==> src/design/soc_settings.svh <==
`ifndef SOC_SETTINGS_SVH
`define SOC_SETTINGS_SVH

// LED register, single word
`define LED_ADDR        32'hFFFF_0000

// Upper half of address selects the VGA window
`define VGA_BASE_HI     16'hAAAA

// Register offsets inside the VGA window
`define VGA_REG_FG      16'h0000
`define VGA_REG_BG      16'h0004
`define VGA_REG_CTRL    16'h0008
`define VGA_REG_STATUS  16'h000C

// Word RAM depth and word-address width
`define RAM_WORDS       1024
`define RAM_AW          10

// Default 640x480 raster timing, in pixel clocks and lines
`define H_ACTIVE        640
`define H_FRONT         16
`define H_SYNC          96
`define H_BACK          48
`define V_ACTIVE        480
`define V_FRONT         10
`define V_SYNC          2
`define V_BACK          33

// Checker cell is 2**CELL_LOG2 pixels wide
`define CELL_LOG2       3

`endif

==> src/design/soc_pkg.sv <==
package soc_pkg;

    // Bus address and data words
    typedef logic [31:0] bus_addr_t;
    typedef logic [31:0] bus_data_t;

    // Single-cycle access from the bus master
    typedef struct packed {
        logic      we;
        bus_addr_t addr;
        bus_data_t wdata;
    } bus_req_t;

    // One-hot region strobes
    typedef struct packed {
        logic ram;
        logic led;
        logic vga;
    } dev_sel_t;

    // One 4-bit VGA colour channel
    typedef logic [3:0] colour_t;

    // Packed pixel colour, 12 bits
    typedef struct packed {
        colour_t r;
        colour_t g;
        colour_t b;
    } rgb_t;

    // Pixel column or line number
    typedef logic [10:0] pix_pos_t;

endpackage

==> src/design/vga_pixel.sv <==
`timescale 1ns/1ps

`include "soc_settings.svh"

module vga_pixel #(
    parameter int CELL_LOG2 = `CELL_LOG2
) (
    input  logic              sys_clk,
    input  logic              arst_n,
    input  soc_pkg::pix_pos_t x,
    input  soc_pkg::pix_pos_t y,
    input  logic              active,
    input  logic              hsync_in,
    input  logic              vsync_in,
    input  soc_pkg::rgb_t     fg,
    input  soc_pkg::rgb_t     bg,
    input  logic              display_en,
    output soc_pkg::rgb_t     rgb,
    output logic              hsync,
    output logic              vsync
);

    import soc_pkg::*;

    // Odd checker cell
    logic cell_odd;
    // Colour before the output register
    rgb_t pix_colour;

    assign cell_odd = x[CELL_LOG2] ^ y[CELL_LOG2];

    // Checker colour, blanked outside the visible area
    always_comb begin
        if (active && display_en) begin
            pix_colour = cell_odd ? fg : bg;
        end else begin
            pix_colour = '0;
        end
    end

    // Colour and syncs share one stage
    // so all pins lag the counters by the same clock
    always_ff @(posedge sys_clk or negedge arst_n) begin
        if (!arst_n) begin
            rgb   <= '0;
            // Syncs idle high
            hsync <= 1'b1;
            vsync <= 1'b1;
        end else begin
            rgb   <= pix_colour;
            hsync <= hsync_in;
            vsync <= vsync_in;
        end
    end

endmodule

==> config.mk <==
export PLATFORM = sky130hd
export DESIGN_NAME = vga_pixel
export DESIGN_NICKNAME = d
export VERILOG_FILES = /design/src/design/soc_pkg.sv /design/src/design/vga_pixel.sv
export VERILOG_INCLUDE_DIRS = /design/src /design/src/design
export SDC_FILE = /design/constraint.sdc
export NUM_CORES = 1
export LEC_CHECK = 0
export BUFFER_PORTS_ARGS = -buffer_cell sky130_fd_sc_hd__buf_4
export CAP_MARGIN = 30
export CORE_ASPECT_RATIO = 1.4
export CORE_MARGIN = 3
export CORE_UTILIZATION = 34
export DETAILED_ROUTE_END_ITERATION = 8
export PLACE_DENSITY = 0.84
export SYNTH_ARGS = -nofsm -noshare
export SYNTH_HDL_FRONTEND = slang
export SYNTH_SLANG_ARGS = --single-unit
==> constraint.sdc <==
create_clock -name sys_clk -period 1 [get_ports sys_clk]
set_clock_uncertainty 0.2 [all_clocks]
set_input_delay 0.3 -clock sys_clk [delete_from_list [all_inputs] [get_ports sys_clk]]
set_output_delay 0.3 -clock sys_clk [all_outputs]
set_load 0.1 [all_outputs]
Word level (Yosys, flattened, before mapping):

Index checks and enable logic that the tools add are counted.

* register bits: 14
* input bits: 52
* output and inout bits: 14
* logic and storage cells: 9

* multiplexer cells: 2
* bitwise logic cells: 1
* reduce and logical (&&, ||, !) cells: 1

Operator list (number)
* $mux W12: 2
* $logic_and A1 B1 Y1: 1
* $xor A1 B1 Y1: 1

Depth between registers and ports, before layout:

* word-level depth: 3
* mapped depth: 3
* mapped depth without buffers: 2

Least setup slack after synthesis:

No wires, ideal clock.

* path kind: register to output
* from: reg rgb[0] (netlist name)
* to: out rgb[0] (netlist name)
* data arrival time: 0.883 ns
* path slack: -0.383 ns
* cell stages (with the launch flop): 1
* cells stage by stage: dfrtp_1

RTL lines
* start, declared: RTL line vga_pixel.sv:18 `output soc_pkg::rgb_t rgb,`
* start signal, assigned: RTL line vga_pixel.sv:50 `rgb <= pix_colour;`

No word-level cell between the ends.

Worst setup path after layout:

* from: reg hsync
* to: out hsync

RTL lines
* start, declared: RTL line vga_pixel.sv:19 `output logic hsync,`
* start signal, assigned: RTL line vga_pixel.sv:51 `hsync <= hsync_in;`

No word-level cell between the ends.

==> run_results.csv <==
group,metric,value,unit
run_status,outcome,"complete, but fails checks",
run_status,violations,"setup timing",
routing,vias_per_cell,5.31,
setup_path,startpoint,"hsync$_DFF_PN1_",
cts,root_buffer,"clkbuf_4",
floorplanning,initial_core_util,38.1,%
routing,wl_per_cell,18.2,um
timing,rsz0062_at_grt,"yes",
place,gp_congestion,0.731,
timing,min_period,1560,ps
synth,synth.distinct_cells,7,
pwr,seq_power_share,38.9,%
synth,synth_fp_nets,108,
cts,clk_path_buf_depth,2,
cells_and_area,diodes,0,
synth,yosysTopAreaCellShare,46.9,%
pwr,power.internal,0.00108,W
setup_path,critPathArrivalTime,1060,ps
floorplanning,die_area,2450,um2
cts,htreeDepth,1,
timing,fin_ws,-562,ps
cells_and_area,regArea,403,um2
setup_path,crit_fanout,1,
pwr,netSwitchingPower,0.000592,W
floorplanning,core-area,1680,um2
timing,hold_violations,0,
synth,ys_ff_latch,14,
worst_hold_path,hold_class,"primary input to flop",
cells_and_area,fillers,102,
routing,vias,659,
timing,setup_viol,25,
synth,synth_area,641,um2
routing,ant_nets,0,
pwr,power.leakage,0.593,nW
cells_and_area,drive_gt1_share,63.8,%
timing,slew_viol_final,0,
run,drv_cap,0,
setup_path,critPathBufInv,1,
timing,clock.fmax,640,MHz
setup_path,path_delay_family,"flip-flops",
routing,drt-initial-drc-count,19,
floorplanning,die_h,57.4,um
routing,drc,0,
cts,tritoncts,"built",
synth,seq_area_frac_synth,55.1,%
floorplanning,rows,17,
cells_and_area,area_growth,110,%
pwr,peakVddDrop,0.959,mV
setup_path,start_kind,"flop",
cts,cts_made_buffers,3,
setup_path,cp_cell_sequence,"buf_12",
global_routing,first_global_vias,704,
synth,postSynthCellCount,56,
cts,cts_num_sinks,14,
pwr,clockPowerShare,19.4,%
global_routing,grt_pass1_wl,3.33,mm
setup_path,slowest_delay,630,ps
cts,post_cts_buffers,0,
pwr,p_per_area,1250,nW/um2
synth,synth_top_area_cell,"dfrtp_1",
routing,dr.pass1.iters,4,
timing,whs,101,ps
place,place.detailed.hpwl,1.42,mm
floorplanning,ios,66,
cells_and_area,multi_input_area,293,um2
place,port_buffers,45,
global_routing,track_usage,18.2,%
setup_path,crit_type,"flop to output pin",
timing,fin_crit_sh,156,%
cells_and_area,fin_nets,158,
timing,slew_headroom,84.6,%
global_routing,grt_max_degree,25,
synth,synth.area.top_cells,"dfrtp_1 47%, mux2i_1 19%, nand3_1 19%",
synth,syn_avg_cell_area,11.4,um2
worst_hold_path,min_from,"fg[2]",
routing,finalWirelength,2.26,mm
pwr,switching_share,35.3,%
synth,yosys_warnings,0,
cts,clk_pin_slew,80,ps
pwr,combinationalPowerShare,41.7,%
setup_path,cpMaxStageDelayCell,"dfstp_4",
pwr,power,0.00168,W
global_routing,grt_overflow_total,0,
global_routing,antenna_found_initial,0,
timing,tightestPinTransition,231,ps
worst_hold_path,holdPathEnd,"rgb[2]$_DFF_PN0_",
worst_hold_path,hold_depth,3,
setup_path,required,500,ps
setup_path,critPathCaptureType,"output pin",
floorplanning,fp.dieW,42.7,um
## per-stage QoR
step                      cells  TNS [ps]  util (%)  cell area (um2)  setup slack (ps)
after global placement      116     -5520      62.6             1050              -359
after global routing        124     -6980      80.0             1340              -599
final                       124     -6440      80.0             1340              -562
after floorplan              56     -2830         -              702              -260
after CTS                   124     -6550      78.4             1320              -573
after detailed placement    116     -6000      62.6             1050              -367
## worst max path at each step
stage	endpoint	cells after the start	slack, ps
floorplan	hsync	0	-260
global placement	vsync	1	-360
finish	hsync	1	-560
CTS	hsync	1	-570
global route	vsync	1	-600
detailed placement	hsync	1	-370
## synth_stat cells, drive strengths merged
cell,n
buf,5
dfrtp,12
dfstp,2
mux2i,12
nand3,24
xnor2,1
## state kept, by name, summed over array words and instances, names as in the netlist
signal  cells
rgb        12
hsync       1
vsync       1
## cell type report
type	count	share of cell area [%]
timing repair buffer	50	44.5
tap	19	1.77
sequential	14	30.0
clock buffer	4	1.96
multi-input combinational	37	21.8
## logic make-up after synthesis
family	synth area share, %
AND/OR/NAND/NOR	18.8
multiplexers	18.8
flip-flops	55.1
XOR/XNOR	2.54
buffers and inverters	4.88
## power groups by stage
stage                     combinational (W)  sequential [W]  clock [W]
after detailed placement           0.000557        0.000645          0
after global routing               0.000721        0.000655   0.000374
after floorplan                    0.000111        0.000899          0
after global placement             0.000545        0.000643          0
final                              0.000700        0.000652   0.000325
after CTS                          0.000682        0.000652   0.000331
## per-layer routing
metal | share of wire, % | global-route usage (%)
met5 | 0 | 0
met4 | 3.5 | 8.00
met3 | 7.2 | 3.79
met2 | 55 | 34.3
met1 | 34 | 18.4
## cells in the final DEF (no fill, tap or decap), drive strengths merged
master       count
buf             46
clkbuf           5
dfrtp           12
dfstp            2
dlygate4sd3      3
mux2i           12
nand3           24
xnor2            1
## timing repair
item                       CTS  global route
gates cloned                 1             0
setup endpoints to repair   16            26
pin swaps                    0             1
hold buffers                 3             0
hold endpoints to repair    16             0
resized for setup           45             6
Power figures use the tool's default switching activity.
