## src/design/soc_settings.svh

```systemverilog
`ifndef SOC_SETTINGS_SVH
`define SOC_SETTINGS_SVH

// LED register, single word
`define LED_ADDR        32'hFFFF_0000

// Upper half of address selects the VGA window
`define VGA_BASE_HI     16'hAAAA

// Register offsets inside the VGA window
`define VGA_REG_FG      16'h0000
`define VGA_REG_BG      16'h0004
`define VGA_REG_CTRL    16'h0008
`define VGA_REG_STATUS  16'h000C

// Word RAM depth and word-address width
`define RAM_WORDS       1024
`define RAM_AW          10

// Default 640x480 raster timing, in pixel clocks and lines
`define H_ACTIVE        640
`define H_FRONT         16
`define H_SYNC          96
`define H_BACK          48
`define V_ACTIVE        480
`define V_FRONT         10
`define V_SYNC          2
`define V_BACK          33

// Checker cell is 2**CELL_LOG2 pixels wide
`define CELL_LOG2       3

`endif

```

## src/design/soc_pkg.sv

```systemverilog
package soc_pkg;

    // Bus address and data words
    typedef logic [31:0] bus_addr_t;
    typedef logic [31:0] bus_data_t;

    // Single-cycle access from the bus master
    typedef struct packed {
        logic      we;
        bus_addr_t addr;
        bus_data_t wdata;
    } bus_req_t;

    // One-hot region strobes
    typedef struct packed {
        logic ram;
        logic led;
        logic vga;
    } dev_sel_t;

    // One 4-bit VGA colour channel
    typedef logic [3:0] colour_t;

    // Packed pixel colour, 12 bits
    typedef struct packed {
        colour_t r;
        colour_t g;
        colour_t b;
    } rgb_t;

    // Pixel column or line number
    typedef logic [10:0] pix_pos_t;

endpackage

```

## src/design/bus_decoder.sv

```systemverilog
`timescale 1ns/1ps

`include "soc_settings.svh"

module bus_decoder (
    input  logic              sys_clk,
    input  logic              arst_n,
    input  soc_pkg::bus_addr_t addr,
    output soc_pkg::dev_sel_t  sel,
    input  soc_pkg::bus_data_t ram_rdata,
    input  soc_pkg::bus_data_t io_rdata,
    output soc_pkg::bus_data_t rdata
);

    // Last access went to RAM
    logic ram_q;

    // Region decode gives exactly one strobe per cycle
    always_comb begin
        sel = '0;
        if (addr == `LED_ADDR) begin
            sel.led = 1'b1;
        end else if (addr[31:16] == `VGA_BASE_HI) begin
            sel.vga = 1'b1;
        end else begin
            // Everything else is RAM
            sel.ram = 1'b1;
        end
    end

    // Remember the region so the read source lines up with
    // the registered data coming back a cycle later
    always_ff @(posedge sys_clk or negedge arst_n) begin
        if (!arst_n) begin
            ram_q <= 1'b0;
        end else begin
            ram_q <= sel.ram;
        end
    end

    // Read steering
    // After reset the IO path is chosen, and it reads zero
    assign rdata = ram_q ? ram_rdata : io_rdata;

    // An unknown address would silently fall through to RAM
    // Decode must also never select zero or two devices
    a_sel_onehot: assert property (
        @(posedge sys_clk) disable iff (!arst_n)
        !$isunknown(addr) && $onehot(sel)
    );

endmodule

```

## config.mk

```make
export PLATFORM = sky130hd
export DESIGN_NAME = bus_decoder
export DESIGN_NICKNAME = d
export VERILOG_FILES = /design/src/design/soc_pkg.sv /design/src/design/bus_decoder.sv
export VERILOG_INCLUDE_DIRS = /design/src /design/src/design
export SDC_FILE = /design/constraint.sdc
export NUM_CORES = 1
export LEC_CHECK = 0
export BUFFER_PORTS_ARGS = -buffer_cell sky130_fd_sc_hd__buf_2
export CELL_PAD_IN_SITES_DETAIL_PLACEMENT = 1
export CELL_PAD_IN_SITES_GLOBAL_PLACEMENT = 2
export CORE_MARGIN = 2
export CORE_UTILIZATION = 10
export CTS_CLUSTER_DIAMETER = 100
export DETAILED_ROUTE_END_ITERATION = 8
export GPL_TIMING_DRIVEN = 0
export HOLD_SLACK_MARGIN = 0.08
export PLACE_DENSITY_LB_ADDON = 0.1
export SETUP_SLACK_MARGIN = 0.1
export SLEW_MARGIN = 20
export SYNTH_ARGS = -nofsm -noshare
export SYNTH_HDL_FRONTEND = slang
export SYNTH_SLANG_ARGS = --single-unit
```

## constraint.sdc

```tcl
create_clock -name sys_clk -period 1.4 [get_ports sys_clk]
set_clock_uncertainty 0.1 [all_clocks]
set_input_delay 0.07 -clock sys_clk [delete_from_list [all_inputs] [get_ports sys_clk]]
set_output_delay 0.07 -clock sys_clk [all_outputs]
set_load 0.02 [all_outputs]
```

# Yosys cells after proc, flatten, opt, wreduce, memory -nomap -nowiden
# Index checks and enable logic that the tools add are counted.
# W data, S select, Z words.
op_classes:
  n_mux: 6
  n_eq_ne: 2
op_table:
  columns: ["cell", "n"]
  rows:
  - ["$eq A32 B32 Y1 const B", 1]
  - ["$mux W32", 1]
  - ["$eq A16 B16 Y1 const B", 1]
  - ["$mux W1", 5]
totals:
  output_inout_bits: 35
  in_bits: 98
  ff_bits: 1
  word_cells: 9

# Depth between registers and ports, before layout
logic_depth:
  depth_word: 3
  ltp_mapped: 3
  depth_no_buf: 3

# Least setup slack after synthesis
# OpenSTA, ideal clock, no wires.
synth_timing:
  path_type: "input -> register"
  start: "input addr[16]"
  end: "register ram_q"
  stages: 3
  setup_slack_ns: -0.299
  path_buffers: 0
  setup_ns: 0.239
  arrival_ns: 1.360
  cell_sequence: "or4_1 nor4_2 a41oi_1"
synth_lines:
  columns: ["element", "line_no", "text"]
  rows:
  - ["from (decl)", "bus_decoder.sv:8", "input soc_pkg::bus_addr_t addr,"]
  - ["to (signal assigned)", "bus_decoder.sv:37", "ram_q <= sel.ram;"]
  - ["to (decl)", "bus_decoder.sv:16", "logic ram_q;"]

==> results_dict.tcl <==
set metrics [dict create \
    grt_overflow 0 \
    criticalPathCategory "primary input to output pin" \
    core_area_um2 5170 \
    crit_path_start_kind "primary input" \
    finalPower_mw 0.432 \
    drive_gt1_share_pct 94.7 \
    row_count 26 \
    drv_slew 0 \
    portBuffers 132 \
    critPathCaptureType "output pin" \
    yosys_register_bits 1 \
    min_period_ns 1.58 \
    die_x_um 77.7 \
    synth_simple_gate_area_share_pct 24.0 \
    synth_top_family_by_area "multiplexers" \
    gp_congestion 0.657 \
    num_vias 1038 \
    first_pass_iters 2 \
    wirelength_mm 3.58 \
    post-route-period-util_pct 113 \
    num_io_pins 133 \
    diodes 0 \
    crit_fanout 2 \
    fmaxAchievable_mhz 632 \
    avgRoutedWirePerCell_um 13.8 \
    grt_max_degree 11 \
    muxShareOfSynthArea_pct 66.4 \
    worst_slack_ns -0.182 \
    status "complete, but fails checks" \
    ir_drop_mv 0.0699 \
    n_fill_cell 635 \
    p_leak_nw 1.00 \
    dp_hpwl_mm 2.91 \
    hold_viol 0 \
    die-area_um2 6040 \
    syn-num-nets 151 \
    hp-class "primary input to async pin" \
    synth_cell_types 17 \
    drc 0 \
    cp.arrival_ns 1.41 \
    multi_input_area_um2 623 \
    clk_pin_slew_ns 0 \
    final_cell_area_um2 1750 \
    post_dp_cell_area_um2 1310 \
    dpl.cell_count 255 \
    regMostFlops "ram_q" \
    syn_inst 53 \
    max_slew_margin_pct 65.5 \
    yosys_warnings 0 \
    antenna_found_initial 0 \
    worst_pin_slew_ns 0.510 \
    stdcell_count 260 \
    worst_ep_required_time_ns 1.23 \
    fp.dieH_um 77.7 \
    synth_area_um2 543 \
    timing.hold.ws_ns 0.292 \
    place_ws_ns -0.237 \
    reg_top3 "ram_q (1)" \
    synthAdderAreaFrac_pct 0 \
    largest_reg_flops 1 \
    rsz0062_at_grt "yes" \
    antenna_left 0 \
    first_iter_violations 14 \
    fin_util_pct 33.9 \
    pwr_density_cell_nw_per_um2 247 \
    setup_tns_ns -0.393 \
    syn_avg_cell_area_um2 10.2 \
    start_util_pct 10.5 \
    grt_pass1_wl_mm 4.83 \
    synth_xor_area_share_pct 0 \
    synth_compound_area_share_pct 1.61 \
    syn_to_final_growth_pct 223 \
    drv_cap 0 \
    seqCellArea_um2 25.0 \
    grt_usage_pct 9.23 \
    setup_viol 3 \
    ys_seq_area_share_pct 4.61 \
    failed_checks "setup timing" \
    final_nets 290 \
    vias_per_cell 3.99 \
    grt_pass1_vias 1078 \
]
[report_power, final]
group          total, mW  leakage [nW]  switching [mW]  internal, mW
logic              0.403         0.992           0.155         0.248
clock network          0             0               0             0
registers         0.0294       0.00875     0.000000433        0.0294
[cells in the mapped netlist]
| cell | n | area, um2 |
|---|---|---|
| mux2_2 | 30 | 338 |
| mux2_1 | 2 | 22.5 |
| a41oi_1 | 1 | 8.76 |
| or4_1 | 2 | 15.0 |
| buf_2 | 3 | 15.0 |
| nor3_1 | 1 | 5.00 |
| or4_4 | 2 | 22.5 |
| and4_1 | 1 | 8.76 |
| clkbuf_1 | 1 | 3.75 |
| dfrtp_1 | 1 | 25.0 |
| nor4_2 | 1 | 12.5 |
| nand2_1 | 1 | 3.75 |
| or4b_1 | 1 | 10.0 |
| nand4_1 | 3 | 18.8 |
| nor4_4 | 1 | 21.3 |
| nor4b_1 | 1 | 8.76 |
| nor2_1 | 1 | 3.75 |
[path summary, 6_finish.rpt]
kind / startpoint / endpoint / slack, ns / cells after the start
setup / recovery: addr[8] / sel[1] / -0.18 / 5
hold / removal: arst_n / ram_q / 0.29 / 2
max in group asynchronous: arst_n / ram_q / 0.82 / 2
min in group sys_clk: ram_rdata[9] / rdata[9] / 0.35 / 3
[cells in the final DEF (no fill, tap or decap)]
cell type,count
a41oi_2,1
and4_4,1
buf_2,97
buf_4,2
buf_6,34
buf_8,5
clkbuf_16,2
dfrtp_1,1
dlygate4sd3_1,1
mux2_2,6
mux2_4,26
nand2_1,1
nand4_1,3
nor2_1,1
nor3_1,1
nor4_4,2
nor4b_1,1
or4_4,4
or4b_1,1
[timing repair]
item                                    4_1_cts  5_1_grt
setup buffers                                 0        1
gates cloned                                  1        2
hold buffers                                  1        0
resized for setup                            18       94
endpoints found under the setup margin       34       29
hold endpoints to repair                      1        0
pin swaps                                     5        1
[final cells by class]
class	count	share of cell area [%]
Buffer	4	3.42
Multi-Input combinational cell	48	35.5
Sequential cell	1	1.43
Tap cell	70	4.99
Timing Repair Buffer	137	54.6
[cell families after synthesis]
| kind of cell | count (synthesis) |
|---|---|
| AOI/OAI and AO/OA | 1 |
| buffers and inverters | 4 |
| DFF | 1 |
| muxes | 32 |
| and+or+nand+nor | 15 |
[per-layer routing]
layer / track usage, % / part of all wire, % / wire (um)
met1: 9.59 / 34 / 1200
met2: 19.6 / 57 / 2030
met3: 1.86 / 9.0 / 322
met4: 0 / 0.81 / 29
met5: 0 / 0 / 0
[critical path: stages]
cell    delay (ns)
buf_6         0.09
or4_4         0.53
nor4_4        0.34
and4_4        0.27
buf_6         0.12
(Power assumes the default switching activity.)
