===== src/design/soc_settings.svh =====
`ifndef SOC_SETTINGS_SVH
`define SOC_SETTINGS_SVH

// LED register, single word
`define LED_ADDR        32'hFFFF_0000

// Upper half of address selects the VGA window
`define VGA_BASE_HI     16'hAAAA

// Register offsets inside the VGA window
`define VGA_REG_FG      16'h0000
`define VGA_REG_BG      16'h0004
`define VGA_REG_CTRL    16'h0008
`define VGA_REG_STATUS  16'h000C

// Word RAM depth and word-address width
`define RAM_WORDS       1024
`define RAM_AW          10

// Default 640x480 raster timing, in pixel clocks and lines
`define H_ACTIVE        640
`define H_FRONT         16
`define H_SYNC          96
`define H_BACK          48
`define V_ACTIVE        480
`define V_FRONT         10
`define V_SYNC          2
`define V_BACK          33

// Checker cell is 2**CELL_LOG2 pixels wide
`define CELL_LOG2       3

`endif


===== src/design/soc_pkg.sv =====
package soc_pkg;

    // Bus address and data words
    typedef logic [31:0] bus_addr_t;
    typedef logic [31:0] bus_data_t;

    // Single-cycle access from the bus master
    typedef struct packed {
        logic      we;
        bus_addr_t addr;
        bus_data_t wdata;
    } bus_req_t;

    // One-hot region strobes
    typedef struct packed {
        logic ram;
        logic led;
        logic vga;
    } dev_sel_t;

    // One 4-bit VGA colour channel
    typedef logic [3:0] colour_t;

    // Packed pixel colour, 12 bits
    typedef struct packed {
        colour_t r;
        colour_t g;
        colour_t b;
    } rgb_t;

    // Pixel column or line number
    typedef logic [10:0] pix_pos_t;

endpackage


===== src/design/vga_timing.sv =====
`timescale 1ns/1ps

`include "soc_settings.svh"

module vga_timing #(
    parameter int H_ACTIVE = `H_ACTIVE,
    parameter int H_FRONT  = `H_FRONT,
    parameter int H_SYNC   = `H_SYNC,
    parameter int H_BACK   = `H_BACK,
    parameter int V_ACTIVE = `V_ACTIVE,
    parameter int V_FRONT  = `V_FRONT,
    parameter int V_SYNC   = `V_SYNC,
    parameter int V_BACK   = `V_BACK
) (
    input  logic              sys_clk,
    input  logic              arst_n,
    output soc_pkg::pix_pos_t x,
    output soc_pkg::pix_pos_t y,
    output logic              active,
    output logic              hsync,
    output logic              vsync,
    output logic              frame_start
);

    import soc_pkg::*;

    // Window edges in counter units
    localparam pix_pos_t H_ACT    = pix_pos_t'(H_ACTIVE);
    localparam pix_pos_t HS_START = pix_pos_t'(H_ACTIVE + H_FRONT);
    localparam pix_pos_t HS_END   = pix_pos_t'(H_ACTIVE + H_FRONT + H_SYNC);
    localparam pix_pos_t H_LAST   = pix_pos_t'(H_ACTIVE + H_FRONT + H_SYNC + H_BACK - 1);
    localparam pix_pos_t V_ACT    = pix_pos_t'(V_ACTIVE);
    localparam pix_pos_t VS_START = pix_pos_t'(V_ACTIVE + V_FRONT);
    localparam pix_pos_t VS_END   = pix_pos_t'(V_ACTIVE + V_FRONT + V_SYNC);
    localparam pix_pos_t V_LAST   = pix_pos_t'(V_ACTIVE + V_FRONT + V_SYNC + V_BACK - 1);

    // Pixel within line, line within frame
    pix_pos_t h_cnt;
    pix_pos_t v_cnt;

    // One pixel per clock
    always_ff @(posedge sys_clk or negedge arst_n) begin
        if (!arst_n) begin
            h_cnt <= '0;
            v_cnt <= '0;
        end else if (h_cnt == H_LAST) begin
            h_cnt <= '0;
            // Line wrap steps the line counter
            if (v_cnt == V_LAST) begin
                v_cnt <= '0;
            end else begin
                v_cnt <= v_cnt + 1'b1;
            end
        end else begin
            h_cnt <= h_cnt + 1'b1;
        end
    end

    assign x = h_cnt;
    assign y = v_cnt;

    // Visible area
    assign active = (h_cnt < H_ACT) && (v_cnt < V_ACT);

    // Syncs are active low
    assign hsync = !((h_cnt >= HS_START) && (h_cnt < HS_END));
    assign vsync = !((v_cnt >= VS_START) && (v_cnt < VS_END));

    // Pulse on the first pixel of the frame
    assign frame_start = (h_cnt == '0) && (v_cnt == '0);

    // Horizontal sync pulse must sit in blanking
    a_hsync_blank: assert property (
        @(posedge sys_clk) disable iff (!arst_n)
        active |-> hsync
    );

endmodule


===== config.mk =====
export PLATFORM = sky130hd
export DESIGN_NAME = vga_timing
export DESIGN_NICKNAME = d
export VERILOG_FILES = /design/src/design/soc_pkg.sv /design/src/design/vga_timing.sv
export VERILOG_INCLUDE_DIRS = /design/src /design/src/design
export SDC_FILE = /design/constraint.sdc
export NUM_CORES = 1
export LEC_CHECK = 0
export BUFFER_PORTS_ARGS = -buffer_cell sky130_fd_sc_hd__buf_4
export CORE_MARGIN = 1.5
export CORE_UTILIZATION = 27
export DETAILED_ROUTE_END_ITERATION = 8
export GPL_TIMING_DRIVEN = 0
export SLEW_MARGIN = 40
export SYNTH_ARGS = -nofsm -noshare
export SYNTH_HDL_FRONTEND = slang
export SYNTH_SLANG_ARGS = --single-unit

===== constraint.sdc =====
create_clock -name sys_clk -period 3 [get_ports sys_clk]
set_clock_uncertainty 0.2 [all_clocks]
set_input_delay 0.9 -clock sys_clk [delete_from_list [all_inputs] [get_ports sys_clk]]
set_output_delay 0.9 -clock sys_clk [all_outputs]
set_load 0.01 [all_outputs]

## Word-level counts from Yosys, hierarchy flattened

Cells that the tools add are included.

| storage, ports and cells | value |
|---|---|
| bits in registers | 22 |
| input bits | 2 |
| output and inout port bits | 26 |
| logic and storage cells | 22 |

| operators by class | value |
|---|---|
| add/subtract/negate cells | 2 |
| magnitude comparators | 6 |
| eq/ne operators | 2 |
| mux-type cells | 2 |
| reduce and logical (&&, ||, !) cells | 8 |

Operators with widths:

| cell | number |
|---|---|
| $add A11 B1 Y11 const B | 2 |
| $eq A11 B10 Y1 const B | 2 |
| $logic_not A11 Y1 | 2 |
| $lt A11 B10 Y1 const B | 2 |
| $lt A11 B9 Y1 const B | 2 |
| $mux W11 | 2 |
| $ge A11 B10 Y1 const B | 1 |
| $ge A11 B9 Y1 const B | 1 |
| $logic_and A1 B1 Y1 | 4 |
| $logic_not A1 Y1 | 2 |

## Logic depth before layout (Yosys ltp)

Gate-level depths: netlist (run 1).

| logic depth | value |
|---|---|
| depth after elaboration | 3 |
| mapped depth | 6 |
| gate-level depth less buffers | 6 |

## Worst setup path after synthesis (run 1)

Ideal clock, no wire load.

| timing | value |
|---|---|
| path kind | register to output |
| from | reg h_cnt[0], in the netlist x[0] |
| to | out frame_start |
| arrival | 1.654 ns |
| data required time | 1.900 ns |
| slack | 0.246 ns |
| cell stages (with the launch flop) | 6 |
| buffers on the path | 0 |
| cell sequence | dfrtp_1 > inv_1 > ha_1 > or4b_2 > nor4_1 > and3_1 |

| on the way | value |
|---|---|
| word-level cells in the longest chain between the ends | 2 |

Ends and longest elaborated chain:

| item | RTL line | RTL |
|---|---|---|
| start, declared | vga_timing.sv:38 | `pix_pos_t h_cnt;` |
| start signal, assigned | vga_timing.sv:55 | `h_cnt <= h_cnt + 1'b1;` |
| $logic_not A11 Y1 | vga_timing.sv:70 | `assign frame_start = (h_cnt == '0) && (v_cnt == '0);` |
| $logic_and A1 B1 Y1 | vga_timing.sv:70 |  |
| end, declared | vga_timing.sv:22 | `output logic frame_start` |

Every way passes these cells.

## Worst setup path in the final report (run 1)

| timing | value |
|---|---|
| from | reg v_cnt[2], in the netlist y[2] |
| to | out vsync |

| on the way | value |
|---|---|
| word-level cells in the longest chain between the ends | 3 |
| elaborated cells on any way between the ends | 4 |
| those cells by class | order compare (2); reduce/logical (2) |

Ends and longest elaborated chain:

| item | RTL line | RTL |
|---|---|---|
| start, declared | vga_timing.sv:39 | `pix_pos_t v_cnt;` |
| start signal, assigned | vga_timing.sv:52 | `v_cnt <= v_cnt + 1'b1;` |
| $ge A11 B9 Y1 or $lt A11 B9 Y1 (tied branches) | vga_timing.sv:67 | `assign vsync = !((v_cnt >= VS_START) && (v_cnt < VS_END));` |
| $logic_and A1 B1 Y1 * | vga_timing.sv:67 |  |
| $logic_not A1 Y1 * | vga_timing.sv:67 |  |
| end, declared | vga_timing.sv:21 | `output logic vsync,` |

Mark *: on every way between the ends. The rest lies on a longest branch, timed or not.

==> results of run 1 <==
cell families after synthesis:
logic type               after synthesis  synth area share
AO/OA/AOI/OAI                         14            0.0678
AND/OR/NAND/NOR                       61             0.298
buffers and inverters                  6            0.0194
XOR/XNOR                              13            0.0980
adder cells (fa/ha/maj)                4            0.0431
flip-flops                            22             0.474
metal layers:
layer  routed length, um  vias up
met4                  14        0
li1                    -      506
met1                1410      500
met2                1320       31
met3                 155        3
met5                   0        -
state kept, by name, indices dropped and copies added, names as in the netlist:
name  count
y        11
x        11
how the worst max path moves through the flow:
stage | from | end | slack [ps]
6_report | y[2] | vsync | 50
5_1_grt | y[2] | vsync | 0.6
4_1_cts | x[3] | frame_start | 70
3_5_place_dp | x[0] | frame_start | -20
3_3_place_gp | x[0] | frame_start | 30
2_1_floorplan | x[0] | frame_start | 250
cell type report:
class	count	area [sq um]
multi-input combinational	92	608
fill	425	2540
clock buffer	4	55.1
inverter	6	22.5
tap	50	62.6
sequential	22	553
timing repair buffer	29	218
power groups by stage:
stage,Clock (W),Combinational (W),Sequential (W)
floorplan,0,0.000000000194,0.000302
global placement,0,0.00000675,0.000302
detailed placement,0,0.00000724,0.000302
CTS,0.000224,0.00000711,0.000296
global route,0.000236,0.00000797,0.000296
finish,0.000215,0.00000648,0.000296
stage by stage:
step                      hold slack, ps  cells   util  TNS, ps  power [W]
final                                306    203  0.374        0   0.000517
after global routing                 323    203  0.374        0   0.000541
after CTS                            309    203  0.372        0   0.000528
after detailed placement             319    197  0.352    -21.4   0.000309
after global placement               308    197  0.352        0   0.000309
after floorplan                      338    120      -        0   0.000302
placed cells by master (no fill, tap or decap), drive strengths merged:
master / count
or4: 1
dfrtp: 22
clkbuf: 4
and4b: 1
nor4: 2
xnor2: 8
nand4: 8
a21oi: 1
xor2: 5
nand3: 9
a31oi: 3
nor2: 10
or4b: 1
nand2: 10
nand4b: 1
and2: 1
and3: 5
o21ai: 8
o31ai: 2
buf: 29
inv: 6
and4: 1
nor3: 5
ha: 4
nor4b: 1
or3: 5
repair_timing:
| item | 4_1_cts | 5_1_grt |
|---|---|---|
| pin swaps | 2 | 0 |
| endpoints found under the hold margin | 0 | 0 |
| setup buffers | 2 | 0 |
| endpoints found under the setup margin | 1 | 1 |
| resized for setup | 4 | 1 |
critical path: stages (launching register included):
cell     delay, ps
dfrtp_1        460
or3_1          450
or4_1          510
buf_4          160
==> reports/qor.txt, run 1 <==
I/O pin count = 28
Post-synth net total = 126
Vias post-DR = 1040
Sink Count = 22
Post-route ant nets = 0
Root Buffer = clkbuf_8
Worst Tran Pin Value = 535 ps
GRT Total Usage = 0.139
Diode count = 0
Worst path required time = 1900 ps
CTS Buffer Depth = 2
Synth top cells by count = dfrtp_1, nand2_1, nor2_1, nand3_1
Logic pwr share = 0.013
DP HPWL = 2130 um
Yosys warning total = 0
1st-pass router iterations = 4
Vias in the first global route = 1022
CP Capture Type = output port
Post-route worst setup slack = 51.4 ps
R2r worst-path depth = 6
Clk slew on worst S/H paths = 80 ps
Placer Congestion = 0.820
Initial Util = 0.286
# H-tree levels = 1
Vias per cell = 5.12
Die Y = 68.6 um
Gr busiest metal = met2
# setup viols final = 0
Row cnt = 23
Met2 Track Usage GR = 0.222
Sequential power share = 0.573
Max VDD drop = 0.189 mV
Drc violations = 0
Final Hold Viols = 0
Grt ovf = 0
FF-to-FF End = y[10]
Initial DRC count = 48
R2R setup slack = 750 ps
EDFF count, synth = 0
Hold Crit Class = input pin to async pin
Status = finished, final reports clean
Share of cells above drive strength 1 = 0.261
Nets = 160
Arr. time, crit path = 1850 ps
Top FF cell, synth = dfrtp_1
Num CTS Buffers = 3
Slew margin rel. = 0.641
Global-route wire length before repair = 4910 um
Synth unique cells = 27
Min Clock Period, post-route = 2950 ps
Internal power = 0.000414 W
Pins Over Slew Limit = 0
Die area = 4710 sq um
Syn-to-layout area delta = 30.7%
Syn_area_per_cell = 9.69 sq um
Max cap viols = 0
Port bufs = 27
Clock share of power = 0.415
Sw Pwr = 0.000103 W
# hold bufs at CTS = 0
Worst skew pair latency = 270 ps
Flops & latches, synth = 22
Critical path peak fanout = 8
Mapped Cells = 120
Yosys top cell by area = dfrtp_1
Leak = 0.664 nW
RSZ-0062 raised after global routing = false
Post-Layout Inst Area = 1520 sq um
Tcrit/Tclk final = 0.983
Largest net degree at the start of global routing = 23
Switch share = 0.199
CTS tree = yes
Core Region = 4060 sq um
Initial antenna violation count = 0
Worst r2r src = x[1]
Routed WL = 2900 um
GR Util met1 = 0.184
PwrDens = 341 nW/um^2
Pre-CTS WS = -21.4 ps
Fmax = 339 MHz
Worst setup path category = flop to output port
Synth area leaders = dfrtp_1, xnor2_1, ha_1, nand4_1, nand3_1
Top cell type's share of synthesized area = 0.474
Critical Path Start Type = flop
Ys async rst share = 1.00
Most frequent cell after synthesis = dfrtp_1
Cell Area, Synth = 1160 sq um
Die width = 68.6 um
Sequential share of the synthesized area = 0.474
Wire per inst = 14.3 um
GR Util met3 = 0.0373
Placed Area = 1430 sq um
No activity file was read; power rests on OpenSTA's default activity.
==> inputs of run 2 (changes only) <==
--- a/config.mk
+++ b/config.mk
@@ -8,7 +8,7 @@
 export LEC_CHECK = 0
 export BUFFER_PORTS_ARGS = -buffer_cell sky130_fd_sc_hd__buf_4
 export CORE_MARGIN = 1.5
-export CORE_UTILIZATION = 27
+export CORE_UTILIZATION = 26
 export DETAILED_ROUTE_END_ITERATION = 8
 export GPL_TIMING_DRIVEN = 0
 export SLEW_MARGIN = 40
==> run 2 against run 1 <==
Compared with the run above: critical path depth increased by 3; non-clock buffer count unchanged; power increased by 0.14%; die area increased by 3.7%; largest power group unchanged; via count decreased by 1.3%; sequential power about the same; global-route usage decreased by 1.9 points; clock-buffer cell count unchanged; final area decreased by 0.41%; worst hold slack improved by 6.5 ps; sequential cell count unchanged.
==> reports/qor.txt, run 2 (synthesis results as in run 1) <==
Status = finished, final reports clean
Share of cells above drive strength 1 = 0.261
Commonest non-fill, non-tap cell in the layout = buf_4
Worst r2r src = x[0]
Routed WL = 2850 um
Leak = 0.664 nW
PwrDens = 342 nW/um^2
Min Clock Period, post-route = 2950 ps
Final Hold Viols = 0
Port bufs = 27
Initial Util = 0.269
TNS Setup = 0 ps
Num CTS Buffers = 3
# setup viols final = 0
Initial antenna violation count = 0
Max cap viols = 0
CP Capture Type = output port
Critical Path Max Stage Delay = 450 ps
1st-pass router iterations = 4
Syn-to-layout area delta = 30.1%
# H-tree levels = 1
Critical path peak fanout = 2
Pins Over Slew Limit = 0
Critical Path Source = x[0]
Largest net degree at the start of global routing = 23
Nets = 160
CP max stage cell = or4b_4
CP cell instances = inv_1 -> ha_1 -> or4b_4 -> nor4_2 -> and3_1 -> buf_4
Worst setup path category = flop to output port
DP HPWL = 2000 um
Root Buffer = clkbuf_8
Initial DRC count = 56
Wire per inst = 13.9 um
Row cnt = 24
Die Y = 69.9 um
Slew margin rel. = 0.638
Drc violations = 0
CTS tree = yes
Post-route ant nets = 0
Worst skew pair latency = 260 ps
Tcrit/Tclk final = 0.984
GRT Total Usage = 0.119
Die width = 69.9 um
Grt ovf = 0
Crit path to = frame_start
Placed instance count = 199
Worst Path Buf+Inv = 2
Final Util = 0.350
Max VDD drop = 0.246 mV
Most frequent cells in the layout = buf_4, dfrtp_1, nor2_1, nand2_1, nand3_1
Core Region = 4320 sq um
Critical Path Start Type = flop
Vias post-DR = 1026
Cell family with the largest share of critical-path delay = simple AND/OR/NAND/NOR gates
Worst Tran Pin Value = 540 ps
Non-filler cells, final = 205
Placer Congestion = 0.828
Clk slew on worst S/H paths = 80 ps
CTS Buffer Depth = 2
# hold bufs at CTS = 0
Global-route wire length before repair = 4780 um
RSZ-0062 raised after global routing = true
Power Total = 0.000518 W
Arr. time, crit path = 1850 ps
Sink Count = 22
Fmax = 339 MHz
R2R setup slack = 760 ps
Hold Slack = 313 ps
R2r worst-path depth = 6
Die area = 4880 sq um
Diode count = 0
Hold Crit Class = input pin to async pin
Worst path required time = 1900 ps
Vias per cell = 5.00
FF-to-FF End = y[10]
Stages on worst setup path = 6
Vias in the first global route = 1021
I/O pin count = 28
==> run 2: cell counts in the layout (fill, tap and decap cells not counted) <==
Identical to the previous run, type by type.
==> run 2: repair_timing <==
action | in CTS | in global routing
pin swaps | 2 | 0
setup endpoints to repair | 1 | 1
resized for setup | 4 | 0
setup buffers | 2 | 0
==> run 2: area by class of cell <==
| cell class | instances | area, sq um |
|---|---|---|
| clock buffer | 4 | 55.1 |
| tap | 52 | 65.1 |
| timing repair buffer | 29 | 218 |
| fill | 473 | 2810 |
| sequential | 22 | 553 |
| inverter | 6 | 22.5 |
| multi-input combinational | 92 | 599 |
==> run 2: through the flow <==
stage / worst slack, ps / cell area, sq um
finish: 49.0 / 1510
global route: -13.2 / 1510
CTS: 59.8 / 1510
detailed placement: 3.07 / 1430
global placement: 13.0 / 1430
floorplan: 246 / 1160
==> run 2: worst min-delay path by stage <==
stage            from    end  slack (ps)  cells past startpoint
3_3_place_gp     y[8]   y[8]         320                      1
2_1_floorplan    y[8]   y[8]         340                      1
5_1_grt        arst_n   x[7]         330                      1
6_report       arst_n  y[10]         310                      1
3_5_place_dp     y[8]   y[8]         330                      1
4_1_cts        arst_n   y[5]         320                      1
==> run 2: where the power goes <==
| group | total, W | switching, W | internal (W) |
|---|---|---|---|
| clock network | 0.000215 | 0.0000984 | 0.000117 |
| registers | 0.000296 | 0 | 0.000296 |
| logic | 0.00000642 | 0.00000553 | 0.000000890 |
| total | 0.000518 | 0.000104 | 0.000414 |
==> run 2: metal layers <==
layer	vias up	global-route usage	part of all wire
met5	-	0	0
met4	0	0.0128	0.0021
met3	2	0.0346	0.040
met2	25	0.190	0.46
met1	495	0.167	0.49
li1	504	-	-
==> run 2: worst register-to-register path, delay by kind of cell, from the launching register on <==
kind	cells	cell delay [ps]
fa+ha+maj	1	280
flops	1	370
xor+xnor	1	160
simple gates	3	990
buf+inv	1	140
