[config.mk]
export PLATFORM = sky130hd
export DESIGN_NAME = io_regs
export DESIGN_NICKNAME = d
export VERILOG_FILES = /design/src/design/soc_pkg.sv /design/src/design/io_regs.sv
export VERILOG_INCLUDE_DIRS = /design/src /design/src/design
export SDC_FILE = /design/constraint.sdc
export NUM_CORES = 1
export LEC_CHECK = 0
export ABC_CLOCK_PERIOD_IN_PS = 1000
export BUFFER_PORTS_ARGS = -buffer_cell sky130_fd_sc_hd__buf_4
export CORE_MARGIN = 2
export CORE_UTILIZATION = 38
export DETAILED_ROUTE_END_ITERATION = 12
export PLACE_DENSITY = 0.73
export SLEW_MARGIN = 15
export SYNTH_ARGS = -nofsm -noshare
export SYNTH_HDL_FRONTEND = slang
export SYNTH_SLANG_ARGS = --single-unit
[constraint.sdc]
create_clock -name sys_clk -period 1 [get_ports sys_clk]
set_input_delay 0 -clock sys_clk [delete_from_list [all_inputs] [get_ports sys_clk]]
set_output_delay 0 -clock sys_clk [all_outputs]
set_load 0.1 [all_outputs]
[src/design/soc_settings.svh]
`ifndef SOC_SETTINGS_SVH
`define SOC_SETTINGS_SVH

// LED register, single word
`define LED_ADDR        32'hFFFF_0000

// Upper half of address selects the VGA window
`define VGA_BASE_HI     16'hAAAA

// Register offsets inside the VGA window
`define VGA_REG_FG      16'h0000
`define VGA_REG_BG      16'h0004
`define VGA_REG_CTRL    16'h0008
`define VGA_REG_STATUS  16'h000C

// Word RAM depth and word-address width
`define RAM_WORDS       1024
`define RAM_AW          10

// Default 640x480 raster timing, in pixel clocks and lines
`define H_ACTIVE        640
`define H_FRONT         16
`define H_SYNC          96
`define H_BACK          48
`define V_ACTIVE        480
`define V_FRONT         10
`define V_SYNC          2
`define V_BACK          33

// Checker cell is 2**CELL_LOG2 pixels wide
`define CELL_LOG2       3

`endif

[src/design/soc_pkg.sv]
package soc_pkg;

    // Bus address and data words
    typedef logic [31:0] bus_addr_t;
    typedef logic [31:0] bus_data_t;

    // Single-cycle access from the bus master
    typedef struct packed {
        logic      we;
        bus_addr_t addr;
        bus_data_t wdata;
    } bus_req_t;

    // One-hot region strobes
    typedef struct packed {
        logic ram;
        logic led;
        logic vga;
    } dev_sel_t;

    // One 4-bit VGA colour channel
    typedef logic [3:0] colour_t;

    // Packed pixel colour, 12 bits
    typedef struct packed {
        colour_t r;
        colour_t g;
        colour_t b;
    } rgb_t;

    // Pixel column or line number
    typedef logic [10:0] pix_pos_t;

endpackage

[src/design/io_regs.sv]
`timescale 1ns/1ps

`include "soc_settings.svh"

module io_regs (
    input  logic               sys_clk,
    input  logic               arst_n,
    input  logic               led_stb,
    input  logic               vga_stb,
    input  soc_pkg::bus_req_t  req,
    input  logic               frame_start,
    output soc_pkg::bus_data_t rdata,
    output logic [15:0]        led,
    output soc_pkg::rgb_t      fg,
    output soc_pkg::rgb_t      bg,
    output logic               display_en,
    output logic               irq
);

    import soc_pkg::*;

    // Offset inside the VGA window
    logic [15:0] off;
    // Register write enables
    logic        wr_led;
    logic        wr_fg;
    logic        wr_bg;
    logic        wr_ctrl;
    logic        wr_status;
    // Ctrl bit 0 display enable, bit 1 irq enable
    logic [1:0]  ctrl_q;
    // Frame interrupt pending
    logic        status_q;
    // Combinational read select
    bus_data_t   rd_mux;

    assign off = req.addr[15:0];

    assign wr_led    = led_stb && req.we;
    assign wr_fg     = vga_stb && req.we && (off == `VGA_REG_FG);
    assign wr_bg     = vga_stb && req.we && (off == `VGA_REG_BG);
    assign wr_ctrl   = vga_stb && req.we && (off == `VGA_REG_CTRL);
    assign wr_status = vga_stb && req.we && (off == `VGA_REG_STATUS);

    // LED, colour and control registers
    always_ff @(posedge sys_clk or negedge arst_n) begin
        if (!arst_n) begin
            led    <= '0;
            fg     <= '0;
            bg     <= '0;
            ctrl_q <= '0;
        end else begin
            if (wr_led) begin
                led <= req.wdata[15:0];
            end
            if (wr_fg) begin
                fg <= req.wdata[11:0];
            end
            if (wr_bg) begin
                bg <= req.wdata[11:0];
            end
            if (wr_ctrl) begin
                ctrl_q <= req.wdata[1:0];
            end
        end
    end

    // Frame interrupt latch
    // Set on frame start takes priority over a software clear
    always_ff @(posedge sys_clk or negedge arst_n) begin
        if (!arst_n) begin
            status_q <= 1'b0;
        end else if (frame_start && ctrl_q[1]) begin
            status_q <= 1'b1;
        end else if (wr_status) begin
            status_q <= 1'b0;
        end
    end

    // Readback, zero-extended
    always_comb begin
        rd_mux = '0;
        if (led_stb) begin
            rd_mux = {16'h0000, led};
        end else if (vga_stb) begin
            case (off)
                `VGA_REG_FG:     rd_mux = {20'h00000, fg};
                `VGA_REG_BG:     rd_mux = {20'h00000, bg};
                `VGA_REG_CTRL:   rd_mux = {30'h00000000, ctrl_q};
                `VGA_REG_STATUS: rd_mux = {31'h00000000, status_q};
                // Holes in the window read zero
                default:         rd_mux = '0;
            endcase
        end
    end

    // One cycle read latency, same as the RAM
    always_ff @(posedge sys_clk or negedge arst_n) begin
        if (!arst_n) begin
            rdata <= '0;
        end else begin
            rdata <= rd_mux;
        end
    end

    assign display_en = ctrl_q[0];
    // Level output, masked by the enable bit
    assign irq        = status_q & ctrl_q[1];

endmodule

After elaboration in Yosys (flattened, before gate mapping)

Index checks and enable logic that the tools add are counted.

Register bits: 75
Latch bits: 0
Bits in writable memories: 0
Memory bits (read-only): 0
Input bits: 70
Output and inout bits: 74
Logic and storage cells: 28
Memories: 0

Add/sub/neg operators: 0
Multipliers: 0
Divide/modulo/power cells: 0
Order comparisons: 0
Eq/ne operators: 3
Shifts and indexed selects: 0
Mux-type cells: 5
Bitwise logic cells: 1
Reduce and logical (&&, ||, !) cells: 9

Operator list:

| operator                                        | number |
|---|---|
| one-hot mux 12 bit (4 select lines)             | 1 |
| == test 16 x 4 -> 1 bit (second input constant) | 2 |
| == test 16 x 3 -> 1 bit (second input constant) | 1 |
| zero test 16 bit                                | 1 |
| 2-to-1 mux 16 bit                               | 1 |
| 2-to-1 mux 12 bit                               | 1 |
| logical AND 1 bit                               | 7 |
| 2-to-1 mux 1 bit                                | 2 |
| nonzero test 2 bit                              | 1 |
| AND 1 bit                                       | 1 |

Logic depth before layout (Yosys ltp)

Gate-level depths: netlist of the first run.

Depth in word-level cells: 4
Gate-level depth with buffers: 5
Mapped depth without buffers: 4

Worst setup path before layout of the first run

No wires, ideal clock.

Kind: register -> register
Start: register ctrl_q[0]
End: register rdata[0]
Setup time: 129 ps
Arrival: 1431 ps
Required time: 871 ps
Path slack: -560 ps
Cell stages (with the launch flop): 4
Buffers on the path: 0
Period minus slack after synthesis: 1560 ps
Path through: dfrtp_1 -> mux4_2 -> nand2b_1 -> o21ai_0

Longest elaborated chain between the ends: 3

RTL lines:

| item                                | line           | text |
|---|---|---|
| start, declared                     | io_regs.sv:31  | `logic [1:0] ctrl_q;` |
| start signal, assigned              | io_regs.sv:63  | `ctrl_q <= req.wdata[1:0];` |
| one-hot mux 12 bit (4 select lines) | io_regs.sv:86  | `case (off)` |
| 2-to-1 mux 12 bit                   | io_regs.sv:85  | `end else if (vga_stb) begin` |
| 2-to-1 mux 16 bit                   | io_regs.sv:83  | `if (led_stb) begin` |
| net rd_mux[0]                       | io_regs.sv:35  | `bus_data_t rd_mux;` |
| end signal, assigned                | io_regs.sv:102 | `rdata <= rd_mux;` |
| end, declared                       | io_regs.sv:12  | `output soc_pkg::bus_data_t rdata,` |

The timed path passes the listed nets, and every way through them passes these cells.
A chain may end at the register's enable or synchronous reset.

Worst setup path in the final report of the first run

Start: input req[45] (netlist bit)
End: register fg[8] (netlist bit)

Longest elaborated chain between the ends: 2

RTL lines:

| item                 | line          | text |
|---|---|---|
| start, declared      | io_regs.sv:10 | `input soc_pkg::bus_req_t req,` |
| zero test 16 bit     | n/a           |  |
| logical AND 1 bit    | io_regs.sv:40 | `` assign wr_fg = vga_stb && req.we && (off == `VGA_REG_FG); `` |
| end signal, assigned | io_regs.sv:57 | `fg <= req.wdata[11:0];` |
| end, declared        | io_regs.sv:14 | `output soc_pkg::rgb_t fg,` |

Every way passes these cells.

==> flow_metrics.tcl, run 1 <==
set metrics [dict create \
    violations "setup timing" \
    drt_iter0_drc 81 \
    num_vias 2002 \
    rsz0062_at_grt "yes" \
    cts_tree "done" \
    grt_start_max_net_pins 60 \
    path_class "in -> reg" \
    ys_seq_area_share_pct 57.0 \
    cp_max_fo 7 \
    syn_inst 187 \
    dieHeight_um 86.6 \
    peakVddDrop_v 0.000938 \
    fin_crit_sh_pct 122 \
    io_pins 144 \
    min_period_ns 1.22 \
    yosysUniqueCellTypes 29 \
    path_cells "buf_4 > nor4_4 > nand4_4 > nor4_4 > buf_4 > mux2_2" \
    instances_no_fill 426 \
    skew_ns 0.00259 \
    hold_violations 0 \
    maxCapViolations 0 \
    reg2reg_slack_ns -0.14 \
    drive_gt1_share_pct 74.0 \
    required_ns 1.22 \
    avgSynthCellArea_um2 13.9 \
    ys_ff_latch 59 \
    hold_path_class "in -> reg" \
    utilization_pct 70.3 \
    overflow 0 \
    critPathTopFamily "simple AND/OR/NAND/NOR gates" \
    drv_slew 0 \
    start_util_pct 38.8 \
    power_density_mw_per_mm2 1590 \
    finalWeightedCongestion 0.844 \
    p_leak_uw 0.00225 \
    critPathBufInv 2 \
    hpwl_um 4550 \
    status "finished, violations left" \
    dpl.cell_count 377 \
    mostFrequentLayoutCell "buf_4" \
    numCtsBuffers 9 \
    wl_per_cell_um 16.1 \
    worst_slack_ns -0.220 \
    n_antenna_cell 0 \
    synth_area_mm2 0.00259 \
    drc 0 \
    arrival_ns 1.44 \
    yosys_warnings 0 \
    final_nets 411 \
    setup.worst_path.start "req[45]" \
    dr.pass1.iters 4 \
    endpoint_kind "flop" \
    port_buffers 95 \
    cts_num_sinks 59 \
    antenna_found_initial 0 \
    clock.fmax_mhz 820 \
    antenna_left 0 \
    cts_max_path_buffers 2 \
    r2r-start "ctrl_q[0]$_DFFE_PN0P_" \
    setup_viol 59 \
    total_power_uw 7460 \
    r2r_end "rdata[0]$_DFF_PN0_" \
    die-area_mm2 0.00749 \
    crit_end "fg[8]$_DFFE_PN0P_" \
    grt_usage_pct 19.6 \
    clkLatencyLatePin_ns 0.34 \
    layout_common_cells "buf_4 (61), buf_6 (49), mux2_4 (29)" \
    grt_pass1_wl_um 11000 \
    cts.reportedPaths.clkPinSlew_ns 0.07 \
    reg2reg_depth 3 \
    grt_pass1_vias 2177 \
    drt-total-wl_um 6860 \
    crit_path_top_delay_cell "mux2_2" \
    crit_cells 6 \
    start_kind "primary input" \
    area_delta_synth_final_pct 81.4 \
    critical-path-max-stage-delay_ns 0.34 \
    dieWidth_um 86.6 \
    core_mm2 0.00668 \
    via_per_inst 4.70 \
    row_count 30 \
    cts_root_buf "clkbuf_8" \
    h-tree-depth 3 \
]
==> area by class of cell <==
cell class                      instances  area (um^2)
Fill cell                             452         1980
Timing Repair Buffer                  152         1670
Sequential cell                        59         1570
Multi-Input combinational cell        117         1180
Clock buffer                           11          141
Tap cell                               80          100
Clock inverter                          5         28.8
Inverter                                2         7.51
==> how the worst min path moves through the flow <==
stage                     startpoint                  end  depth (start not counted)
after floorplan               arst_n    bg[0]$_DFFE_PN0P_                          0
after global placement        arst_n  rdata[13]$_DFF_PN0_                          2
after detailed placement      arst_n  rdata[14]$_DFF_PN0_                          2
after CTS                    vga_stb   rdata[0]$_DFF_PN0_                          4
after global routing         led_stb  rdata[12]$_DFF_PN0_                          3
final                        led_stb   rdata[9]$_DFF_PN0_                          4
==> kinds of logic after synthesis <==
logic type	count (synthesis)	synth area share [%]
DFF	59	57.0
muxes	54	23.4
and+or+nand+nor	33	8.16
buffers and inverters	26	6.86
AOI/OAI and AO/OA	14	4.44
other	1	0.145
==> timing repair <==
action | in CTS | in global routing
pin swaps | 2 | 2
resized for setup | 110 | 20
buffers inserted | 13 | 2
setup endpoints to repair | 81 | 75
hold buffers | 18 | 0
endpoints found under the hold margin | 102 | 0
==> report_power, final <==
part / switching [uW] / total (uW) / internal (uW)
Combinational: 1830 / 2810 / 978
Clock: 922 / 1870 / 952
Sequential: 159 / 2770 / 2610
==> sequential cells by signal, summed over array words and instances (netlist names) <==
name / cells
fg: 12
led: 16
ctrl_q: 2
status_q: 1
rdata: 16
bg: 12
==> worst min-delay path, cell delays in order <==
cell     delay [ns]
buf_4          0.09
buf_4          0.16
nand2_1        0.07
o21ai_2        0.05
==> Yosys cell counts, drive strengths merged <==
library cell | number | share of area [%]
mux4 | 1 | 0.87
mux2 | 42 | 18
o21ai | 11 | 3.6
a31oi | 1 | 0.24
nor4 | 5 | 2.5
conb | 1 | 0.14
nand3 | 1 | 0.19
clkbuf | 3 | 0.43
nor3 | 1 | 0.39
nand2b | 1 | 0.24
buf | 21 | 6.1
and2 | 5 | 1.2
nand2 | 14 | 2.0
nand4 | 1 | 0.48
or4 | 1 | 0.29
a22o | 1 | 0.34
o31ai | 1 | 0.29
dfrtp | 59 | 57
mux2i | 11 | 4.3
inv | 2 | 0.29
or3 | 1 | 0.29
or2 | 1 | 0.24
nor2 | 2 | 0.29
==> per-stage QoR <==
| step | setup TNS (ns) | area [um^2] | hold slack (ns) | setup WS (ns) |
|---|---|---|---|---|
| 3_5_place_dp | -20.58 | 3710 | 0.0187 | -0.580 |
| 5_1_grt | -8.92 | 4700 | 0.0793 | -0.296 |
| 6_report | -5.98 | 4700 | 0.0700 | -0.220 |
| 2_1_floorplan | -12.56 | 2860 | -0.296 | -0.395 |
| 4_1_cts | -5.86 | 4610 | 0.0525 | -0.187 |
| 3_3_place_gp | -19.62 | 3710 | 0.0152 | -0.572 |
==> routing by layer <==
metal / wire length [um] / vias up / GRT usage (%)
met1: 2740 / 1003 / 22.3
met5: 0 / - / 0
met2: 3660 / 61 / 34.8
met4: 135 / 0 / 7.39
li1: - / 926 / -
met3: 320 / 12 / 5.71
Power figures use the tool's default switching activity.
==> run 2, diff against run 1 <==
--- a/config.mk
+++ b/config.mk
@@ -11,7 +11,7 @@
 export CORE_MARGIN = 2
 export CORE_UTILIZATION = 38
 export DETAILED_ROUTE_END_ITERATION = 12
-export PLACE_DENSITY = 0.73
+export PLACE_DENSITY = 0.78
 export SLEW_MARGIN = 15
 export SYNTH_ARGS = -nofsm -noshare
 export SYNTH_HDL_FRONTEND = slang
==> flow_metrics.tcl, run 2 (same netlist as run 1, synthesis figures left out) <==
set metrics [dict create \
    peakVddDrop_v 0.000863 \
    core_mm2 0.00668 \
    p_leak_uw 0.00222 \
    p_switching_uw 2880 \
    die-area_mm2 0.00749 \
    total_power_uw 7700 \
    hold_violations 0 \
    dr.pass1.iters 4 \
    p_int_uw 4820 \
    rsz0062_at_grt "yes" \
    critical-path-max-stage-delay_ns 0.31 \
    start_util_pct 38.8 \
    crit_path_top_delay_cell "nor4_4" \
    grt_start_max_net_pins 36 \
    io_pins 144 \
    hold_path_class "in -> async" \
    wl_per_cell_um 16.5 \
    regArea_mm2 0.00157 \
    drive_gt1_share_pct 73.1 \
    drc 0 \
    drt_iter0_drc 35 \
    power_density_mw_per_mm2 1650 \
    grt_pass1_wl_um 11000 \
    numCtsBuffers 9 \
    num_vias 2026 \
    drv_slew 0 \
    final_nets 407 \
    p_sw_share_pct 37.4 \
    required_ns 1.21 \
    pwr-share-seq_pct 35.9 \
    n_fill_cell 476 \
    fin_crit_sh_pct 120 \
    h-tree-depth 3 \
    grt_pass1_vias 2195 \
    multiInputGateArea_mm2 0.00116 \
    start_kind "primary input" \
    cts_root_buf "clkbuf_8" \
    port_buffers 95 \
    design_area_mm2 0.00466 \
    cts.reportedPaths.clkPinSlew_ns 0.07 \
    maxCapViolations 0 \
    endpoint_kind "flop" \
    path_class "in -> reg" \
    status "finished, violations left" \
    clock.fmax_mhz 830 \
    cp_max_fo 7 \
    whs_ns 0.0446 \
    pre_cts_slack_ns -0.622 \
    antenna_found_initial 0 \
    min_period_ns 1.20 \
    hpwl_um 4670 \
    reg.largest.list "led x16, rdata x16" \
    layout_common_cells "buf_4 (63), buf_6 (43), mux2_4 (32)" \
    dieHeight_um 86.6 \
    area_delta_synth_final_pct 80.0 \
    pwr-share-clk_pct 28.3 \
    arrival_ns 1.41 \
    overflow 0 \
    via_per_inst 4.80 \
    grt_usage_pct 19.4 \
    cts_num_sinks 59 \
    antenna_left 0 \
    drt-total-wl_um 6980 \
    skew_ns 0.00740 \
    p_comb_share_pct 35.7 \
    violations "setup timing" \
    path_cells "buf_6 > nor4_4 > nand4_4 > nor4_4 > buf_6 > mux2_4" \
    mostFrequentLayoutCell "buf_4" \
    cts_tree "done" \
    n_antenna_cell 0 \
    placed_area_mm2 0.00372 \
    clkLatencyLatePin_ns 0.33 \
    worst_slack_ns -0.205 \
    cts_max_path_buffers 2 \
    finalWeightedCongestion 0.820 \
    dieWidth_um 86.6 \
    row_count 30 \
    setup_viol 52 \
]
[run 2: cell count changes in the layout (fill, tap and decap cells not counted), moves of 2 or more]
cell,before,now
buf_4,61,63
mux2_2,13,10
buf_6,49,43
mux2_4,29,32
clkinv_2,4,2
[run 2: path summary, 6_finish.rpt]
check	start	cells after the start	endpoint	slack, ns
setup / recovery	req[41]	6	fg[1]$_DFFE_PN0P_	-0.20
min in group sys_clk	led_stb	3	rdata[1]$_DFF_PN0_	0.06
max in group asynchronous	arst_n	3	led[1]$_DFFE_PN0P_	0.48
hold reg to reg	bg[6]$_DFFE_PN0P_	1	bg[6]$_DFFE_PN0P_	0.55
hold / removal	arst_n	2	led[14]$_DFFE_PN0P_	0.04
setup reg to reg	ctrl_q[0]$_DFFE_PN0P_	3	rdata[0]$_DFF_PN0_	-0.12
[run 2: power by group through the flow]
stage | logic (uW) | clock network, uW | registers, uW
2_1_floorplan | 589 | 0 | 3940
3_3_place_gp | 2280 | 0 | 2750
3_5_place_dp | 2300 | 0 | 2760
4_1_cts | 2690 | 2240 | 2760
5_1_grt | 2830 | 2380 | 2780
6_report | 2750 | 2180 | 2760
[run 2: cell type report]
class                   instances  share of cell area [%]
clock buffers                  12                    3.33
inverters                       2                   0.161
clock inverters                 4                    1.05
flip-flops and latches         59                    33.7
well taps                      80                    2.15
multi-input cells             117                    25.0
repair buffers                148                    34.7
[run 2: layer usage]
metal	part of all wire [%]	track usage, %	wire (um)	up-vias
li1	-	-	-	921
met4	3.0	8.38	208	0
met3	5.5	4.57	382	19
met2	54	35.0	3790	81
met5	0	0	0	-
met1	37	21.8	2590	1005
[run 2: per-stage QoR]
step / TNS, ns / instances / util, %
after floorplan: -12.56 / 202 / -
after global placement: -19.44 / 378 / 55.7
after detailed placement: -21.43 / 378 / 55.7
after CTS: -6.21 / 419 / 68.5
final: -5.90 / 422 / 69.8
after global routing: -8.77 / 422 / 69.8
[run 2: timing repair]
item | in CTS | in global routing
pin swaps | 0 | 1
gates resized for setup | 106 | 16
endpoints found under the setup margin | 80 | 67
hold buffers | 18 | 0
buffers inserted | 7 | 3
hold endpoints to repair | 102 | 0
[run 2: critical path, delay by kind of cell]
kind,cells,cell delay (ns)
buffers and inverters,2,0.30
and+or+nand+nor,3,0.79
muxes,1,0.31
